===== src/ram_writer_config.svh =====
`ifndef RAM_WRITER_CONFIG_SVH
`define RAM_WRITER_CONFIG_SVH

// Stream side
`define RW_SAMPLE_WIDTH 32     // One AXI-Stream sample

// Memory side
`define RW_WORD_WIDTH 64       // One AXI write beat, two samples
`define RW_AXI_ADDR_WIDTH 32   // Byte address
`define RW_ID_WIDTH 6          // AWID and WID

// Word offset counter, wraps at this width
`define RW_OFFSET_WIDTH 20

// Every burst is this many full-width INCR beats
`define RW_BURST_LEN 16

// Buffer between packer and burst writer, in words
`define RW_FIFO_DEPTH 512

`endif

===== src/ram_writer_pkg.sv =====
`include "ram_writer_config.svh"

package ram_writer_pkg;

  // Widths with a meaning of their own
  typedef logic [`RW_SAMPLE_WIDTH-1:0] sample_t;
  typedef logic [`RW_WORD_WIDTH-1:0] word_t;        // Later sample in the upper half
  typedef logic [`RW_AXI_ADDR_WIDTH-1:0] byte_addr_t;
  typedef logic [`RW_OFFSET_WIDTH-1:0] word_offset_t; // Words written since reset
  typedef logic [`RW_ID_WIDTH-1:0] axi_id_t;

  // Write address channel payload
  typedef struct packed {
    axi_id_t    id;
    byte_addr_t addr;
  } aw_chan_t;

  // Write data channel payload, one beat
  typedef struct packed {
    axi_id_t id;
    word_t   data;
    logic    last;
  } w_chan_t;

  // Burst writer FSM
  typedef enum logic [0:0] {
    st_idle,  // Waiting for a full burst in the FIFO
    st_burst  // Streaming beats
  } burst_state_e;

endpackage


===== src/sample_packer.sv =====
`timescale 1ns/1ps

module sample_packer
(
  input  logic                    aclk,
  input  logic                    aresetn,
  input  logic                    s_axis_tvalid,
  input  ram_writer_pkg::sample_t s_axis_tdata,
  output logic                    s_axis_tready,
  input  logic                    full,
  output logic                    push,
  output ram_writer_pkg::word_t   push_word
);

  import ram_writer_pkg::*;

  sample_t first_q;  // Earlier sample of the pair
  logic    phase_q;  // High while first_q waits for its partner
  logic    accept;

  assign s_axis_tready = !full;
  assign accept = s_axis_tvalid && s_axis_tready;

  // The second sample goes straight into the FIFO along with the held one
  assign push = accept && phase_q;
  assign push_word = {s_axis_tdata, first_q};

  always_ff @(posedge aclk)
  begin
    if (!aresetn)
    begin
      phase_q <= 1'b0;
    end
    else if (accept)
    begin
      phase_q <= !phase_q;  // Refused samples leave the phase alone
    end
  end

  always_ff @(posedge aclk)
  begin
    if (accept && !phase_q)
    begin
      first_q <= s_axis_tdata;
    end
  end

  // Pairing relies on a refused sample staying on the stream until it is taken
  a_hold_refused: assert property (
    @(posedge aclk) disable iff (!aresetn)
    s_axis_tvalid && !s_axis_tready |=> s_axis_tvalid && $stable(s_axis_tdata)
  ) else $error("sample_packer: refused sample changed before it was accepted");

endmodule


===== config.mk =====
export PLATFORM = sky130hd
export DESIGN_NAME = sample_packer
export DESIGN_NICKNAME = d
export VERILOG_FILES = /design/src/ram_writer_pkg.sv /design/src/sample_packer.sv
export VERILOG_INCLUDE_DIRS = /design/src
export SDC_FILE = /design/constraint.sdc
export NUM_CORES = 1
export LEC_CHECK = 0
export CAP_MARGIN = 10
export CORE_UTILIZATION = 41
export DETAILED_ROUTE_END_ITERATION = 8
export DONT_BUFFER_PORTS = 1
export PLACE_DENSITY = 0.63
export SYNTH_ARGS = -nofsm -noshare
export SYNTH_HDL_FRONTEND = slang
export SYNTH_SLANG_ARGS = --single-unit

===== constraint.sdc =====
create_clock -name aclk -period 1.8 [get_ports aclk]
set_clock_uncertainty 0.2 [all_clocks]
set_input_delay 0 -clock aclk [delete_from_list [all_inputs] [get_ports aclk]]
set_output_delay 0 -clock aclk [all_outputs]
set_load 0.005 [all_outputs]

==> results of run 1 <==
## kinds of logic after synthesis
family	after synthesis
buffers and inverters	33
DFF	33
AOI/OAI and AO/OA	1
and+or+nand+nor	5
## flip-flops by register name (all words and copies together), names as in the netlist
register  count
phase_q       1
first_q      32
## power by group
group | internal (mW) | total [mW] | switching (mW)
Combinational | 0.0597 | 0.106 | 0.0464
Sequential | 0.884 | 0.900 | 0.0162
Clock | 0.289 | 0.517 | 0.228
## worst max-delay path by stage
stage	startpoint	endpoint	cells after the start
2_1_floorplan	phase_q	first_q[0]	1
3_3_place_gp	phase_q	first_q[18]	2
3_5_place_dp	phase_q	first_q[18]	2
4_1_cts	phase_q	phase_q	3
5_1_grt	phase_q	phase_q	3
6_report	phase_q	phase_q	3
## through the flow
| step | area [um^2] | setup slack [ns] |
|---|---|---|
| after floorplan | 1270 | 0.0853 |
| after global placement | 1080 | 0.510 |
| after detailed placement | 1080 | 0.491 |
| after CTS | 1510 | 0.392 |
| after global routing | 1510 | 0.341 |
| final | 1510 | 0.398 |
## cell type report
| type | count | area (um^2) |
|---|---|---|
| clock buffer | 6 | 41.3 |
| clock inverter | 2 | 33.8 |
| fill | 243 | 1350 |
| inverter | 1 | 3.75 |
| multi-input combinational | 6 | 42.5 |
| sequential | 33 | 981 |
| tap | 31 | 38.8 |
| timing repair buffer | 37 | 365 |
## synthesized netlist by cell type, drive strengths merged
| cell | count | area, um^2 |
|---|---|---|
| and2 | 1 | 6.26 |
| and2b | 1 | 7.51 |
| buf | 32 | 240 |
| dfxtp | 1 | 20.0 |
| edfxtp | 32 | 961 |
| inv | 1 | 3.75 |
| nand2 | 1 | 3.75 |
| nand4bb | 1 | 11.3 |
| nor2b | 1 | 8.76 |
| o21ai | 1 | 5.00 |
## what timing repair did
item	in CTS	in global routing
buffers inserted	0	0
hold buffers	35	0
hold endpoints to repair	67	0
## layer usage
layer	routed length [um]	GRT usage, %	up-vias
met5	0	0	-
met4	10	8.36	0
met3	264	6.58	2
met2	1010	19.6	64
met1	623	10.0	264
li1	-	-	246
## critical path, delay by kind of cell (launching register included)
family	cells	cell delay (ns)
AOI/OAI and AO/OA	1	0.06
buffers and inverters	1	0.54
DFF	1	0.37
and+or+nand+nor	1	0.12
==> impl_metrics.ini, run 1 <==
[synth]
avgSynthCellArea_um2 = 17.6
yosys.area_share.simple_pct = 2.96
syn-num-nets = 108
yosys.cell_types.count = 10
syn-cell-area_um2 = 1270
synthAdderAreaFrac_pct = 0
synthMuxAreaShare_pct = 0
ys_seq_area_share_pct = 77.4
yosysWarnings = 0
synth_seq_cells = 33
synth_top_family_by_area = buffers and inverters
synthXorXnorAreaFrac_pct = 0
synthCells = 72
synth-compound-area-share_pct = 0.395

[finish]
area_growth_pct = 18.9
layout_commonest_cell = dlygate4sd3_1
n_antenna_cell = 0
fin_cells = 116
drive_gt1_share_pct = 10.6
final_nets = 120
final_cell_mix = 35 x dlygate4sd3_1, 32 x edfxtp_1, 5 x clkbuf_4
post-route-util_pct = 52.8

[hold_path]
min_path_cells = 2
min_from = s_axis_tvalid
worstHoldEndpoint = push
hp-class = in -> out

[run]
cap_violations = 0

[detailed_routing]
drtIter0Drc = 17
vias_per_cell = 4.97
drt-pass1-iter-count = 6
antenna_left = 0
wl_per_cell_um = 16.5
wirelength_um = 1910
drc = 9
via_count = 576

[clock_network]
cts_resized = 0
cts_sinks = 33
clk_latency_ns = 0.31
cts-buffers-inserted = 5
clockRootBuffer = clkbuf_4
clkTransAtPathRegs_ns = 0.09
ctsLongestPathBuffers = 2
h-tree-depth = 2
cts_tree = done

[sta]
period_needed_ns = 1.40
fmax_mhz = 713
rsz0062_at_grt = false
maxSlewViolCount = 0
worst_slew_pin_slew_ns = 0.247
setup_viol = 0
whs_ns = 0.0989
fin_crit_sh_pct = 77.9
hold_viol = 0
setup-tns-final_ns = 0
relSlewSlack_pct = 83.5

[floorplanning]
die_w_um = 57.6
start_util_pct = 44.4
rows = 19
die_h_um = 57.6
core-area_um2 = 2850
io_pins = 102
die_area_um2 = 3320

[critical_path]
crit_type = reg -> reg
required_ns = 1.81
crit_path_max_fanout = 4
worstPathArrival_ns = 1.41
rr_startpoint = phase_q
cp_slowest_cell = dlygate4sd3_1
cp-start-kind = register
crit_chain = nand4bb_1 > o21ai_1 > dlygate4sd3_1
r2r_end = phase_q
reg2reg_slack_ns = 0.40
end_kind = register
r2r_cells = 3
cp_slowest_stage_delay_ns = 0.54

[run_status]
failed_checks = design-rule violations
status = finished, violations left

[grt]
grt_pass1_vias = 548
grtUsageTotal_pct = 11.5
antenna_found_initial = 0
grt_max_degree = 20
grt_pass1_wl_um = 2660
grt-ovfl-total = 0

[place]
finalWeightedCongestion = 0.613
port_buffers = 0
dp.cells = 73

[pwr]
ir_worst_vdd_mv = 0.512
power.leakage_nw = 0.526
fin_total_pwr_mw = 1.52
p_per_area_nw_per_um2 = 1010
Power figures use the tool's default switching activity.
==> inputs of run 2 (changes only) <==
--- a/config.mk
+++ b/config.mk
@@ -6,11 +6,12 @@
 export SDC_FILE = /design/constraint.sdc
 export NUM_CORES = 1
 export LEC_CHECK = 0
+export ABC_AREA = 1
 export CAP_MARGIN = 10
 export CORE_UTILIZATION = 41
 export DETAILED_ROUTE_END_ITERATION = 8
 export DONT_BUFFER_PORTS = 1
-export PLACE_DENSITY = 0.63
+export PLACE_DENSITY = 0.61
 export SYNTH_ARGS = -nofsm -noshare
 export SYNTH_HDL_FRONTEND = slang
 export SYNTH_SLANG_ARGS = --single-unit
==> constraint.sdc (replaced) <==
create_clock -name aclk -period 1.4 [get_ports aclk]
set_clock_uncertainty 0.2 [all_clocks]
set_input_delay 0 -clock aclk [delete_from_list [all_inputs] [get_ports aclk]]
set_output_delay 0 -clock aclk [all_outputs]
set_load 0.005 [all_outputs]
==> run 2 against run 1 <==
Register-to-register slack got worse by 0.16 ns. Largest cell class unchanged. Synthesized area fell by 0.69%. Die area decreased by 0.68%. The run still ends with design-rule violations left. Wire length shrank 0.89%. Synthesized cell count grew 1.4%. Critical path depth increased by 2.
==> impl_metrics.ini, run 2 <==
[critical_path]
r2r_cells = 2
crit_buf_inv = 3
rr_startpoint = phase_q
end_kind = register
crit_path_max_fanout = 18
cp_top_family = buffers and inverters
required_ns = 1.24
reg2reg_slack_ns = 0.24
crit_chain = dlygate4sd3_1 > inv_2 > nand2_1 > nor2_4 > buf_12
r2r_end = first_q[29]
worstPathArrival_ns = 1.09
cp_slowest_stage_delay_ns = 0.55
crit_type = in -> reg
cp_slowest_cell = dlygate4sd3_1
cp-start-kind = input pin

[synth]
yosys.area_share.simple_pct = 1.99
synthCells = 73
synth_top_area_share_pct = 76.3
syn-cell-area_um2 = 1260
async_reset_ff_share_pct = 0
yosys.cell_types.count = 9
yosysWarnings = 0
yosys-top-cells-area = edfxtp_1 76%, buf_4 19%, dfxtp_1 1.6%
ys.flop_type = edfxtp_1
synthAdderAreaFrac_pct = 0
ys_seq_area_share_pct = 77.9
yosysTopAreaCell = edfxtp_1
synth_common_cells = 32 x buf_4, 32 x edfxtp_1, 2 x nand2_1, 2 x nor2_1
synthXorXnorAreaFrac_pct = 0
synth-edff-count = 32
synthMuxAreaShare_pct = 0
avgSynthCellArea_um2 = 17.2
synth-compound-area-share_pct = 0.398
syn-num-nets = 109
synth_top_family_by_area = buffers and inverters
synth_seq_cells = 33

[sta]
period_needed_ns = 1.25
hold_viol = 0
setup_viol = 0
rsz0062_at_grt = false
fin_crit_sh_pct = 89.2
setup-tns-final_ns = 0
fmax_mhz = 800
worst_slew_pin_slew_ns = 0.151
maxSlewViolCount = 0
relSlewSlack_pct = 89.9

[detailed_routing]
wl_per_cell_um = 16.2
drc = 8
wirelength_um = 1890
drtIter0Drc = 18
drt-pass1-iter-count = 6
vias_per_cell = 4.90
antenna_left = 0
via_count = 573

[finish]
seq_area_um2 = 982
final_cell_mix = 35 x dlygate4sd3_1, 32 x edfxtp_1, 5 x clkbuf_4
layout_commonest_cell = dlygate4sd3_1
largest_reg_flops = 32
n_antenna_cell = 0
final_nets = 121
area_growth_pct = 21.7
regMostFlops = first_q
drive_gt1_share_pct = 14.0
fill_cells = 216
post-route-util_pct = 54.1
largest_registers = first_q x32, phase_q x1
fin_cells = 117
multi_input_area_um2 = 37.5

[clock_network]
ctsLongestPathBuffers = 2
cts_resized = 0
clockRootBuffer = clkbuf_4
cts_tree = done
cts_sinks = 33
clk_latency_ns = 0.32
clkTransAtPathRegs_ns = 0.09
h-tree-depth = 2
cts-buffers-inserted = 5

[hold_path]
min_path_cells = 3
hp-class = in -> reg
min_from = aresetn
worstHoldEndpoint = phase_q

[run]
cap_violations = 0

[run_status]
failed_checks = design-rule violations
status = finished, violations left

[pwr]
power.leakage_nw = 0.537
ir_worst_vdd_mv = 0.714
p_per_area_nw_per_um2 = 1280

[grt]
grtUsageTotal_pct = 11.3
grt_max_degree = 19
grt_pass1_wl_um = 2620
grt-ovfl-total = 0
antenna_found_initial = 0
grt_pass1_vias = 606

[floorplanning]
die_w_um = 57.4
io_pins = 102
core-area_um2 = 2830
die_h_um = 57.4
rows = 19
die_area_um2 = 3300
start_util_pct = 44.5

[place]
hpwl_um = 1090
dp.cells = 74
port_buffers = 0
finalWeightedCongestion = 0.585
-- run 2: metrics by stage --
| step | instance area, um^2 | setup slack [ns] | total power [mW] | hold slack, ns |
|---|---|---|---|---|
| after floorplan | 1270 | -0.00736 | 1.27 | -0.169 |
| after global placement | 1110 | 0.264 | 1.22 | -0.200 |
| after detailed placement | 1110 | 0.252 | 1.23 | -0.200 |
| after CTS | 1530 | 0.169 | 1.99 | 0.117 |
| after global routing | 1530 | 0.125 | 2.04 | 0.139 |
| final | 1530 | 0.151 | 1.96 | 0.147 |
-- run 2: logic make-up after synthesis --
group           after synthesis
buf+inv                      34
flops                        33
simple gates                  5
compound gates                1
-- run 2: what timing repair did --
| item | CTS | global route |
|---|---|---|
| buffers inserted | 0 | 0 |
| hold buffers | 35 | 0 |
| endpoints found under the hold margin | 99 | 0 |
-- run 2: cell type report --
cell class	instances	area share (%)
repair buffers	37	25.5
clock inverters	2	2.21
flip-flops and latches	33	64.1
clock buffers	6	2.70
multi-input cells	6	2.45
well taps	31	2.53
inverters	2	0.490
-- run 2: worst max path at each step --
stage / slack [ns] / to / startpoint / cells after the start
floorplan: -0.007 / first_q[0] / phase_q / 1
global placement: 0.26 / first_q[11] / phase_q / 2
detailed placement: 0.25 / first_q[29] / phase_q / 2
CTS: 0.17 / first_q[29] / full / 5
global route: 0.13 / first_q[24] / full / 5
finish: 0.15 / first_q[29] / full / 5
-- run 2: where the power goes --
part | total [mW] | switching, mW | internal (mW)
sequential | 1.16 | 0.0218 | 1.14
clock | 0.660 | 0.289 | 0.372
combinational | 0.147 | 0.0634 | 0.0835
total | 1.96 | 0.374 | 1.59
-- run 2: metal layers --
metal	global-route usage [%]	wire length, um
met5	0	0
met4	6.27	19
met3	7.26	285
met2	19.8	1020
met1	9.57	570
-- run 2: worst reg2reg max path, delay by kind of cell, from the launching register on --
kind	cells	cell delay (ns)
flip-flops	1	0.36
buffers and inverters	1	0.17
AND/OR/NAND/NOR	1	0.14
