## src/ram_writer_config.svh

```systemverilog
`ifndef RAM_WRITER_CONFIG_SVH
`define RAM_WRITER_CONFIG_SVH

// Stream side
`define RW_SAMPLE_WIDTH 32     // One AXI-Stream sample

// Memory side
`define RW_WORD_WIDTH 64       // One AXI write beat, two samples
`define RW_AXI_ADDR_WIDTH 32   // Byte address
`define RW_ID_WIDTH 6          // AWID and WID

// Word offset counter, wraps at this width
`define RW_OFFSET_WIDTH 20

// Every burst is this many full-width INCR beats
`define RW_BURST_LEN 16

// Buffer between packer and burst writer, in words
`define RW_FIFO_DEPTH 512

`endif
```

## src/ram_writer_pkg.sv

```systemverilog
`include "ram_writer_config.svh"

package ram_writer_pkg;

  // Widths with a meaning of their own
  typedef logic [`RW_SAMPLE_WIDTH-1:0] sample_t;
  typedef logic [`RW_WORD_WIDTH-1:0] word_t;        // Later sample in the upper half
  typedef logic [`RW_AXI_ADDR_WIDTH-1:0] byte_addr_t;
  typedef logic [`RW_OFFSET_WIDTH-1:0] word_offset_t; // Words written since reset
  typedef logic [`RW_ID_WIDTH-1:0] axi_id_t;

  // Write address channel payload
  typedef struct packed {
    axi_id_t    id;
    byte_addr_t addr;
  } aw_chan_t;

  // Write data channel payload, one beat
  typedef struct packed {
    axi_id_t id;
    word_t   data;
    logic    last;
  } w_chan_t;

  // Burst writer FSM
  typedef enum logic [0:0] {
    st_idle,  // Waiting for a full burst in the FIFO
    st_burst  // Streaming beats
  } burst_state_e;

endpackage

```

## src/burst_writer.sv

```systemverilog
`timescale 1ns/1ps
`include "ram_writer_config.svh"

module burst_writer
(
  input  logic                             aclk,
  input  logic                             aresetn,
  input  ram_writer_pkg::byte_addr_t       cfg_base,
  input  logic [$clog2(`RW_FIFO_DEPTH):0]  level,
  input  ram_writer_pkg::word_t            head,
  output logic                             pop,
  output ram_writer_pkg::aw_chan_t         aw,
  output logic                             awvalid,
  input  logic                             awready,
  output ram_writer_pkg::w_chan_t          w,
  output logic                             wvalid,
  input  logic                             wready,
  output ram_writer_pkg::word_offset_t     sts_words
);

  import ram_writer_pkg::*;

  localparam int LW = $clog2(`RW_FIFO_DEPTH) + 1;
  localparam int BYTE_SHIFT = $clog2(`RW_WORD_WIDTH / 8);
  localparam int BEAT_BITS = $clog2(`RW_BURST_LEN);

  burst_state_e  state_q;
  burst_state_e  state_d;
  word_offset_t  offset_q;     // Word count, also the beat position in the burst
  word_offset_t  offset_d;
  axi_id_t       id_q;         // Id of the burst on the W channel
  axi_id_t       id_d;
  aw_chan_t      aw_q;         // Address on the bus
  aw_chan_t      pend_q;       // Address owed for a burst whose beats already run
  aw_chan_t      start_aw;
  logic          awvalid_q;
  logic          pend_valid_q;
  logic          aw_fire;
  logic          aw_free;
  logic          last_beat;
  logic          start;
  logic [LW-1:0] level_left;

  assign aw_fire = awvalid_q && awready;
  assign aw_free = !awvalid_q || aw_fire;
  assign wvalid = (state_q == st_burst);
  assign pop = wvalid && wready;
  assign last_beat = pop && (&offset_q[BEAT_BITS-1:0]);
  assign level_left = level - LW'(pop);

  assign offset_d = offset_q + word_offset_t'(pop);
  assign id_d = id_q + axi_id_t'(last_beat);

  // Address of the burst that starts now, taken from the updated offset
  always_comb
  begin
    start_aw.id = id_d;
    start_aw.addr = cfg_base + (byte_addr_t'(offset_d) << BYTE_SHIFT);
  end

  always_comb
  begin
    state_d = state_q;
    start = 1'b0;
    case (state_q)
      st_idle:
        if (level_left >= LW'(`RW_BURST_LEN) && !pend_valid_q)
        begin
          start = 1'b1;
          state_d = st_burst;
        end
      st_burst:
        if (last_beat)
        begin
          if (level_left >= LW'(`RW_BURST_LEN) && !pend_valid_q)
          begin
            start = 1'b1;  // Back to back, wvalid stays up
          end
          else
          begin
            state_d = st_idle;
          end
        end
      default: state_d = st_idle;
    endcase
  end

  always_ff @(posedge aclk)
  begin
    if (!aresetn)
    begin
      state_q <= st_idle;
      offset_q <= '0;
      id_q <= '0;
      awvalid_q <= 1'b0;
      pend_valid_q <= 1'b0;
    end
    else
    begin
      state_q <= state_d;
      offset_q <= offset_d;
      id_q <= id_d;
      if (pend_valid_q && aw_fire)
      begin
        pend_valid_q <= 1'b0;  // Owed address follows, awvalid stays high
      end
      else if (start && aw_free)
      begin
        awvalid_q <= 1'b1;
      end
      else if (start)
      begin
        pend_valid_q <= 1'b1;
      end
      else if (aw_fire)
      begin
        awvalid_q <= 1'b0;
      end
    end
  end

  // Address payloads, loaded only when the bus can take them
  always_ff @(posedge aclk)
  begin
    if (pend_valid_q && aw_fire)
    begin
      aw_q <= pend_q;
    end
    else if (start && aw_free)
    begin
      aw_q <= start_aw;
    end
    if (start && !aw_free)
    begin
      pend_q <= start_aw;
    end
  end

  assign aw = aw_q;
  assign awvalid = awvalid_q;
  assign sts_words = offset_q;

  always_comb
  begin
    w.id = id_q;
    w.data = head;
    w.last = &offset_q[BEAT_BITS-1:0];  // 16th beat of the burst
  end

  a_aw_stable: assert property (
    @(posedge aclk) disable iff (!aresetn) awvalid && !awready |=> $stable(aw)
  ) else $error("burst_writer: AW payload changed while stalled");

  a_w_has_data: assert property (
    @(posedge aclk) disable iff (!aresetn) wvalid |-> (level != '0)
  ) else $error("burst_writer: wvalid with an empty FIFO");

endmodule

```

## config.mk

```make
export PLATFORM = sky130hd
export DESIGN_NAME = burst_writer
export DESIGN_NICKNAME = d
export VERILOG_FILES = /design/src/ram_writer_pkg.sv /design/src/burst_writer.sv
export VERILOG_INCLUDE_DIRS = /design/src
export SDC_FILE = /design/constraint.sdc
export NUM_CORES = 1
export LEC_CHECK = 0
export ABC_CLOCK_PERIOD_IN_PS = 7100
export BUFFER_PORTS_ARGS = -buffer_cell sky130_fd_sc_hd__buf_2
export CAP_MARGIN = 30
export CELL_PAD_IN_SITES_DETAIL_PLACEMENT = 1
export CELL_PAD_IN_SITES_GLOBAL_PLACEMENT = 1
export CORE_MARGIN = 4
export CORE_UTILIZATION = 37
export DETAILED_ROUTE_END_ITERATION = 10
export GPL_TIMING_DRIVEN = 1
export MAX_ROUTING_LAYER = met4
export PLACE_DENSITY = 0.87
export SYNTH_ARGS = -nofsm -noshare
export SYNTH_HDL_FRONTEND = slang
export SYNTH_SLANG_ARGS = --single-unit
export TNS_END_PERCENT = 20
```

## constraint.sdc

```tcl
create_clock -name aclk -period 7.1 [get_ports aclk]
set_clock_uncertainty 0.15 [all_clocks]
set_input_delay 0.355 -clock aclk [delete_from_list [all_inputs] [get_ports aclk]]
set_output_delay 0.355 -clock aclk [all_outputs]
set_load 0.1 [all_outputs]
```

==> results.txt, run 1 <==
status = complete, no violations
Setup Fix Bufs, Post-CTS = 0
Max-cap violations = 0
CP cell instances = and2_1, ha_1, ha_1, nand2_1, nor4_1, nand2b_1, nor2_1, xor2_1, ha_1, nand4_2, nor4_2, a22o_2, o21ai_2, a311o_1, mux2_4
H-tree levels = 3
first-pass GRT wire length = 26.3 mm
Post-Synthesis Cells = 602
Data arrival, critical path = 4270 ps
DRT iter0 DRCs = 298
Port-buffer cells = 113
Max Clk Rate = 0.232 GHz
First-pass DRT Iterations = 4
Tot GR Track Use = 0.188
Yosys warning count = 0
IO Count = 242
CP max-delay cell = ha_1
Hold WC Path Type = in2reg
initial antenna violation count = 2
ratio of cells with drive above 1 in the final layout = 0.250
crit path launch type = flip-flop
wire per inst = 19.3 microns
total chip power = 1.49 mW
Seq cells post-synth = 105
via count = 4,569
Synth area leader = edfxtp_1
Die Width = 137 microns
synth-to-layout area growth = 9.88%
Worst-path clk slew = 70 ps
Data required, critical path = 7060 ps
Filler Cell Count = 1,914
post_cts resized = 0
setup ws final = 2790 ps
CP peak stage delay = 520 ps
Setup crit end kind = flip-flop
hpwl dp = 13.5 mm
endpoints failing hold = 0
root buffer cell = clkbuf_16
Final setup viols = 0
critical path's top delay family = simple AND/OR/NAND/NOR gates
clk sink count = 105
CTS tree = built
maximum clock insertion buffer count = 2
drt total wl = 16.9 mm
Avg Cell Area, Syn = 10.3 sq um
Max Slew Vio Count = 0
Worst-Skew Late Latency = 360 ps
vias in the first global route = 4,670
Die Y = 137 microns
vias per inst = 5.22
sequential share of the synthesized area = 0.463
Worst Path Buf+Inv = 0
Netlist cell types = 73
top post-synthesis cells by count = edfxtp_1, buf_4, nand2_1
Post-synth EDFFs = 76
CORE AREA = 0.0165 sq mm
Rows = 47
hold_buf cts = 0
final core utilization = 0.413
Slew headroom = 0.295
Tightest Pin Transition = 1060 ps
pwr/cell area = 219 mW/mm^2
RSZ-0062 raised after global routing = false
Worst Path Class, Setup = reg2reg
global placement routability congestion = 0.864
crit share post-route = 0.607
largest net degree at the start of global routing = 38
Top FF cell, synth = edfxtp_1
leakage power = 2.86 nW
Top cell by count, worst path = ha_1
Die ar. = 0.0189 sq mm
most numerous cell in the Yosys netlist = edfxtp_1
Syn Nets = 739
Final min period = 4310 ps
Yosys top cell area share = 0.369
Netlist Area Pre-Place = 0.00619 sq mm
Peak VDD IR = 121 uV
hold_ws = 41.1 ps
starting density of the core = 0.376
Layout Nets = 785
top cells by area, synth = edfxtp_1, dfxtp_1, buf_4, ha_1, nand2_1
setup TNS = 0 ps
Residual DRC = 0
critical-path maximum fanout = 12
Post-Place Worst Slack = 2690 ps
ANT nets after route = 0
CTS buffer count = 9
Post-synth ARST share = 0
grt ovf = 0
## path summary, 6_finish.rpt
check	startpoint	to	slack, ps	cells after the start
hold reg to reg	pend_q[33]$_DFFE_PP_	aw[33]$_DFFE_PP_	370	2
setup reg to reg	wvalid$_SDFF_PN0_	aw[29]$_DFFE_PP_	2790	15
setup / recovery	wvalid$_SDFF_PN0_	aw[29]$_DFFE_PP_	2790	15
hold / removal	cfg_base[0]	pend_q[0]$_DFFE_PP_	40	1
## area by class of cell
class	count	area (sq um)	area share
antenna	3	7.51	0.00110
clock buffer	9	225	0.0331
clock inverter	7	60.1	0.00883
inverter	13	48.8	0.00717
multi-input combinational	402	2730	0.401
sequential	105	2860	0.421
tap	220	275	0.0405
timing repair buffer	117	596	0.0876
## sequential cells by signal, summed over array words and instances (netlist names)
register and flops:
aw 38, awvalid 1, id_q 6, pend_q 38, pend_valid_q 1, sts_words 20, wvalid 1
## logic make-up after synthesis
| logic type | count (synthesis) | synth area share |
|---|---|---|
| adder cells (fa/ha/maj) | 27 | 0.0558 |
| XOR/XNOR | 45 | 0.0649 |
| flip-flops | 105 | 0.463 |
| AO/OA/AOI/OAI | 112 | 0.124 |
| buffers and inverters | 95 | 0.0995 |
| multiplexers | 10 | 0.0186 |
| AND/OR/NAND/NOR | 208 | 0.175 |
## per-layer routing
layer,track usage,vias to the layer above,routed length [microns]
met5,-,-,0
met4,0.0649,0,378
met3,0.0533,39,1220
met2,0.310,137,8340
met1,0.223,2185,6970
li1,-,2208,-
## where the power goes
| group | internal [mW] | switching, mW |
|---|---|---|
| clock network | 0.245 | 0.242 |
| registers | 0.694 | 0.00986 |
| logic | 0.0557 | 0.243 |
| total | 0.995 | 0.495 |
## per-stage QoR
step | instances | area [sq um]
floorplan | 602 | 6190
global placement | 857 | 6510
detailed placement | 857 | 6510
CTS | 873 | 6790
global route | 875 | 6800
finish | 876 | 6800
## cells in the final DEF, fill, tap and decap left out, types with 7 or more instances in the layout
master | synthesis | routed
buf_2 | 3 | 113
edfxtp_1 | 76 | 76
nand2_1 | 66 | 66
nor2_1 | 39 | 39
a21oi_1 | 35 | 35
dfxtp_1 | 29 | 29
and2_1 | 28 | 28
xnor2_1 | 27 | 27
ha_1 | 26 | 26
nand3_1 | 21 | 20
xor2_1 | 17 | 17
inv_1 | 13 | 13
o21ai_0 | 12 | 12
a211oi_1 | 10 | 10
clkbuf_16 | 0 | 9
mux2_2 | 8 | 8
o211ai_1 | 7 | 7
Note: power is estimated with default switching activity, not from simulation.
==> inputs of run 2 (changes only) <==
--- a/config.mk
+++ b/config.mk
@@ -6,17 +6,18 @@
 export SDC_FILE = /design/constraint.sdc
 export NUM_CORES = 1
 export LEC_CHECK = 0
-export ABC_CLOCK_PERIOD_IN_PS = 7100
+export ABC_AREA = 1
+export ABC_CLOCK_PERIOD_IN_PS = 3800
 export BUFFER_PORTS_ARGS = -buffer_cell sky130_fd_sc_hd__buf_2
 export CAP_MARGIN = 30
 export CELL_PAD_IN_SITES_DETAIL_PLACEMENT = 1
 export CELL_PAD_IN_SITES_GLOBAL_PLACEMENT = 1
 export CORE_MARGIN = 4
-export CORE_UTILIZATION = 37
+export CORE_UTILIZATION = 32
 export DETAILED_ROUTE_END_ITERATION = 10
 export GPL_TIMING_DRIVEN = 1
 export MAX_ROUTING_LAYER = met4
-export PLACE_DENSITY = 0.87
+export PLACE_DENSITY = 0.83
 export SYNTH_ARGS = -nofsm -noshare
 export SYNTH_HDL_FRONTEND = slang
 export SYNTH_SLANG_ARGS = --single-unit
==> constraint.sdc (replaced) <==
create_clock -name aclk -period 3.8 [get_ports aclk]
set_clock_uncertainty 0.15 [all_clocks]
set_input_delay 0.19 -clock aclk [delete_from_list [all_inputs] [get_ports aclk]]
set_output_delay 0.19 -clock aclk [all_outputs]
set_load 0.1 [all_outputs]
==> results.txt, run 2 <==
IO Count = 242 (unchanged)
ANT nets after route = 0 (unchanged)
Die ar. = 0.0231 sq mm (+23%)
CTS buffer count = 9 (unchanged)
Top FF cell, synth = edfxtp_1
grt ovf = 0 (unchanged)
Synth area leader = edfxtp_1
setup TNS = 0 ps (unchanged)
pwr/cell area = 380 mW/mm^2 (+74%)
Data arrival, critical path = 3420 ps (-850 ps)
CTS tree = built
Yosys top cell area share = 0.343 (-0.0254)
status = complete, no violations
Seq cells post-synth = 105 (unchanged)
Tightest Pin Transition = 858 ps (-200 ps)
crit path launch type = flip-flop
Rows = 52 (+11%)
clk sink count = 105 (unchanged)
highest-count cells in the layout ignoring fill and taps = nand2_1, inv_1, buf_2, edfxtp_1, nor2_1
root buffer cell = clkbuf_16
starting density of the core = 0.326 (-0.0495)
Worst-Skew Late Latency = 360 ps (about the same)
DRT iter0 DRCs = 208 (-30%)
combinational family with the most area after synthesis = simple AND/OR/NAND/NOR gates
Worst-path clk slew = 70 ps (about the same)
most numerous cell in the Yosys netlist = nand2_1
CORE AREA = 0.0204 sq mm (+24%)
via count = 5,535 (+21%)
Netlist Area Pre-Place = 0.00665 sq mm (+7.4%)
global placement routability congestion = 0.898 (+4.0%)
ratio of cells with drive above 1 in the final layout = 0.177 (-0.0722)
Syn Nets = 1,004 (+36%)
Hold WC Path Type = in2reg
Die Width = 152 microns (+11%)
Avg Cell Area, Syn = 7.67 sq um (-25%)
Final setup viols = 0 (unchanged)
first-pass GRT wire length = 30.8 mm (+17%)
leakage power = 3.72 nW (+30%)
area share of fa/ha/maj cells after synthesis = 0.0519 (-0.00384)
maximum clock insertion buffer count = 2 (unchanged)
Synth Area in Compound Gates = 0.0322 (-0.0917)
synth-to-layout area growth = 13.4%
total chip power = 2.87 mW (+92%)
largest net degree at the start of global routing = 43 (+13%)
vias in the first global route = 5,907 (+26%)
Post-synth ARST share = 0 (unchanged)
wire per inst = 15.6 microns (-19%)
H-tree levels = 3 (unchanged)
sequential share of the synthesized area = 0.431 (-0.0319)
Max Slew Vio Count = 0 (unchanged)
Max Clk Rate = 0.289 GHz (+25%)
Netlist cell types = 32 (-56%)
Data required, critical path = 3760 ps (-3300 ps)
Area after DPL = 0.00714 sq mm (+9.7%)
fin area = 0.00754 sq mm (+11%)
Die Y = 152 microns (+11%)
simple-gate share of the synthesized area = 0.299 (+0.124)
Peak VDD IR = 206 uV (+70%)
RSZ-0062 raised after global routing = false
endpoints failing hold = 0 (unchanged)
Final min period = 3460 ps (-849 ps)
crit share post-route = 0.910 (+0.303)
Post-synth EDFFs = 76 (unchanged)
top post-synthesis cells by count = nand2_1, inv_1, edfxtp_1
drt total wl = 18.7 mm (+11%)
leading cell type in the layout, fill and taps excluded = nand2_1
vias per inst = 4.61 (-12%)
initial antenna violation count = 1 (-1)
top cells by area, synth = edfxtp_1, nand2_1, dfxtp_1, inv_1, buf_4
mux contribution to synthesized area = 0 (-0.0186)
hpwl dp = 14.9 mm (+11%)
Yosys warning count = 0 (unchanged)
critical-path maximum fanout = 4 (-8)
xor and xnor area share after synthesis = 0.0329 (-0.0319)
Max-cap violations = 0 (unchanged)
Port-buffer cells = 113 (unchanged)
Worst Path Class, Setup = reg2reg
First-pass DRT Iterations = 4 (unchanged)
Residual DRC = 0 (unchanged)
Slew headroom = 0.427 (+0.133)
Layout Nets = 1,062 (+35%)
Post-Synthesis Cells = 867 (+44%)
Tot GR Track Use = 0.170 (-0.0186)
Setup crit end kind = flip-flop
run 2: cell count changes in the layout (fill, tap and decap cells not counted), sizes merged, moves of 10 or more:
cell	delta
nand2	+215
inv	+119
nor2	+32
nand3	+30
xnor2	-27
a21oi	-16
nand4	+12
a211oi	-10
and2	-10
run 2: final timing paths:
check	slack [ps]	depth (start not counted)	endpoint	from
min	30	2	pend_q[3]$_DFFE_PP_	cfg_base[3]
min reg2reg	350	2	awvalid$_SDFFE_PN0P_	awvalid$_SDFFE_PN0P_
max	340	23	aw[20]$_DFFE_PP_	wvalid$_SDFF_PN0_
max reg2reg	340	23	aw[20]$_DFFE_PP_	wvalid$_SDFF_PN0_
run 2: logic make-up (layout without fill, tap and decap cells):
| logic type | count (synthesis) | after routing |
|---|---|---|
| AO/OA/AOI/OAI | 41 | 41 |
| XOR/XNOR | 25 | 25 |
| adder cells (fa/ha/maj) | 27 | 27 |
| buffers and inverters | 208 | 271 |
| flip-flops | 105 | 105 |
| other | 0 | 1 |
| AND/OR/NAND/NOR | 461 | 461 |
run 2: critical path: stages, from the launching register on:
cell and delay, ps:
dfxtp_4 370, nand2_4 60, clkinvlp_4 90, ha_4 180
ha_4 160, nand2_2 50, inv_2 70, nand2_2 70
nor2_4 130, nand3_2 110, nor2_4 140, nand2_1 70
or2_1 240, nand2_1 110, ha_4 170, nand2_1 100
nor2_2 180, inv_1 100, nor2_2 160, nand4_1 130
nand3_1 110, nand2_1 90, nand3_1 100, nand2_1 80
run 2: through the flow:
stage / hold WS (ps) / setup slack, ps / std cells / util
after floorplan: 133 / 6.15 / 867 / -
after global placement: 231 / 299 / 1180 / 0.351
after detailed placement: 231 / 192 / 1180 / 0.351
after CTS: 1.34 / 183 / 1200 / 0.368
after global routing: 26.7 / 20.9 / 1201 / 0.370
final: 27.8 / 343 / 1201 / 0.370
run 2: layer usage:
metal | share of wire | vias up | global-route usage
met5 | 0 | - | -
met4 | 0.015 | 0 | 0.0527
met3 | 0.039 | 23 | 0.0307
met2 | 0.48 | 106 | 0.276
met1 | 0.47 | 2619 | 0.217
li1 | - | 2787 | -
run 2: report_power, final:
group	leakage, nW	internal [mW]	switching [mW]
registers	0.945	1.29	0.0154
clock network	0.155	0.585	0.448
logic	2.62	0.0965	0.432
run 2: repair_timing:
item,in CTS,in global routing
endpoints found under the setup margin,0,16
hold buffers,4,0
hold endpoints to repair,8,0
buffers inserted,0,0
gates resized for setup,0,9
run 2: area by class of cell:
type / count / area [sq um]
repair buffers: 120 / 628
fillers: 2538 / 12800
diodes: 1 / 2.50
well taps: 270 / 338
clock buffers: 11 / 233
flip-flops and latches: 105 / 2870
clock inverters: 5 / 86.3
inverters: 135 / 510
multi-input cells: 554 / 2870
==> inputs of run 3 (changes only) <==
--- a/config.mk
+++ b/config.mk
@@ -10,14 +10,14 @@
 export ABC_CLOCK_PERIOD_IN_PS = 3800
 export BUFFER_PORTS_ARGS = -buffer_cell sky130_fd_sc_hd__buf_2
 export CAP_MARGIN = 30
-export CELL_PAD_IN_SITES_DETAIL_PLACEMENT = 1
-export CELL_PAD_IN_SITES_GLOBAL_PLACEMENT = 1
+export CELL_PAD_IN_SITES_DETAIL_PLACEMENT = 2
+export CELL_PAD_IN_SITES_GLOBAL_PLACEMENT = 2
 export CORE_MARGIN = 4
-export CORE_UTILIZATION = 32
+export CORE_UTILIZATION = 25
 export DETAILED_ROUTE_END_ITERATION = 10
 export GPL_TIMING_DRIVEN = 1
 export MAX_ROUTING_LAYER = met4
-export PLACE_DENSITY = 0.83
+export PLACE_DENSITY = 0.84
 export SYNTH_ARGS = -nofsm -noshare
 export SYNTH_HDL_FRONTEND = slang
 export SYNTH_SLANG_ARGS = --single-unit
==> results.txt, run 3 (synthesis gave the netlist of run 2 again) <==
Max-cap violations = 0 (unchanged)
CTS buffer count = 9 (unchanged)
first-pass GRT wire length = 32.9 mm (+7.0%)
drt total wl = 21.2 mm (+13%)
Data arrival, critical path = 3470 ps (+50 ps)
final core utilization = 0.293 (-0.0774)
Final setup viols = 0 (unchanged)
total chip power = 2.84 mW (-0.84%)
R2R depth = 18 (-22%)
Residual DRC = 0 (unchanged)
crit path launch type = flip-flop
Peak VDD IR = 185 uV (-10%)
starting density of the core = 0.254 (-0.0721)
Cells after DPL = 1,246 (+5.6%)
Slew headroom = 0.389 (-0.0382)
RSZ-0062 raised after global routing = false
leading cell type in the layout, fill and taps excluded = nand2_1
critical-path maximum fanout = 7 (+3)
status = complete, no violations
largest net degree at the start of global routing = 43 (unchanged)
clk sink count = 105 (unchanged)
vias per inst = 4.46 (-3.2%)
hpwl dp = 17.0 mm (+14%)
Post-Place Worst Slack = 130 ps (-62.6 ps)
Layout Cells excl Fill = 1,268 (+5.6%)
vias in the first global route = 6,155 (+4.2%)
Setup crit end kind = flip-flop
Die Y = 171 microns (+12%)
global placement routability congestion = 0.940 (+4.6%)
Tot GR Track Use = 0.149 (-0.0203)
reg2reg end = aw[28]$_DFFE_PP_
maximum clock insertion buffer count = 2 (unchanged)
ANT nets after route = 0 (unchanged)
Data required, critical path = 3760 ps (about the same)
fin area = 0.00765 sq mm (+1.5%)
CTS tree = built
wire per inst = 16.7 microns (+7.2%)
grt ovf = 0 (unchanged)
highest-count cells in the layout ignoring fill and taps = nand2_1, inv_1, buf_2, edfxtp_1, nor2_1
Port-buffer cells = 113 (unchanged)
DRT iter0 DRCs = 225 (+8.2%)
Max Slew Vio Count = 0 (unchanged)
CORE AREA = 0.0261 sq mm (+28%)
Hold WC Path Type = in2reg
leakage power = 3.73 nW (+0.37%)
root buffer cell = clkbuf_16
setup ws final = 290 ps (-52.9 ps)
Max Clk Rate = 0.285 GHz (-1.5%)
Worst-path clk slew = 80 ps (about the same)
Die ar. = 0.0293 sq mm (+26%)
Final min period = 3510 ps (+52.9 ps)
hold_ws = 45.5 ps (+17.7 ps)
flop2flop setup slack = 290 ps (-50 ps)
crit share post-route = 0.924 (+0.0139)
IO Count = 242 (unchanged)
H-tree levels = 3 (unchanged)
RR Startpoint = sts_words[7]$_SDFF_PN0_
Filler Cell Count = 3,150 (+24%)
Critical Path End = aw[28]$_DFFE_PP_
via count = 5,659 (+2.2%)
synth-to-layout area growth = 15.0%
Area after DPL = 0.00723 sq mm (+1.2%)
Rows = 59 (+13%)
Worst-Skew Late Latency = 360 ps (about the same)
setup TNS = 0 ps (unchanged)
initial antenna violation count = 1 (unchanged)
First-pass DRT Iterations = 4 (unchanged)
pwr/cell area = 372 mW/mm^2 (-2.3%)
Worst Path Class, Setup = reg2reg
CP Launch Point = sts_words[7]$_SDFF_PN0_
Layout Nets = 1,064 (+0.19%)
endpoints failing hold = 0 (unchanged)
ratio of cells with drive above 1 in the final layout = 0.183 (+0.00606)
Tightest Pin Transition = 915 ps (+57.2 ps)
Die Width = 171 microns (+12%)
[run 3: what timing repair did]
item	CTS	global route
hold endpoints to repair	10	0
buffers inserted	0	0
endpoints found under the setup margin	0	24
resized for setup	0	14
hold buffers	5	0
[run 3: area by class of cell]
type	count	area (sq um)	share of cell area
Multi-Input combinational cell	554	2890	0.378
Sequential cell	105	2870	0.375
Timing Repair Buffer	122	646	0.0844
Clock inverter	4	35.0	0.00458
Clock buffer	12	279	0.0365
Inverter	135	510	0.0668
Antenna cell	1	2.50	0.000327
Tap cell	335	419	0.0548
[run 3: report_power, final]
part	leakage [nW]	internal [mW]	total [mW]	switching, mW
clock network	0.156	0.536	1.00	0.464
logic	2.63	0.0978	0.537	0.439
registers	0.945	1.29	1.31	0.0162
[run 3: worst min-delay path by stage]
stage             start                   endpoint  slack, ps  depth (start not counted)
6_report        awready  pend_valid_q$_SDFFE_PP0P_         50                          4
5_1_grt         awready  pend_valid_q$_SDFFE_PP0P_         70                          4
4_1_cts         awready  pend_valid_q$_SDFFE_PP0P_         40                          4
3_5_place_dp   head[13]                      w[14]        230                          0
3_3_place_gp   head[13]                      w[14]        230                          0
2_1_floorplan   aresetn    sts_words[0]$_SDFF_PN0_        130                          2
[run 3: layer usage]
metal | wire length, microns | GRT usage | up-vias
met1 | 9710 | 0.184 | 2765
met4 | 280 | 0.0379 | 0
li1 | - | - | 2780
met5 | 0 | - | -
met2 | 10400 | 0.257 | 98
met3 | 786 | 0.0229 | 16
[run 3: critical path: stages (launching register included)]
cell and delay [ps]:
dfxtp_1 490, nand2_1 190, nor2_1 140, nand2_1 70
nor4_1 340, nand3_1 120, nand2_1 160, inv_1 110
ha_1 390, nand2_1 120, nor2_1 180, inv_1 90
nor2_1 180, and2_1 150, nand2_1 70, nand4_1 100
nand2_1 100, nand2_1 70, nand2_1 60
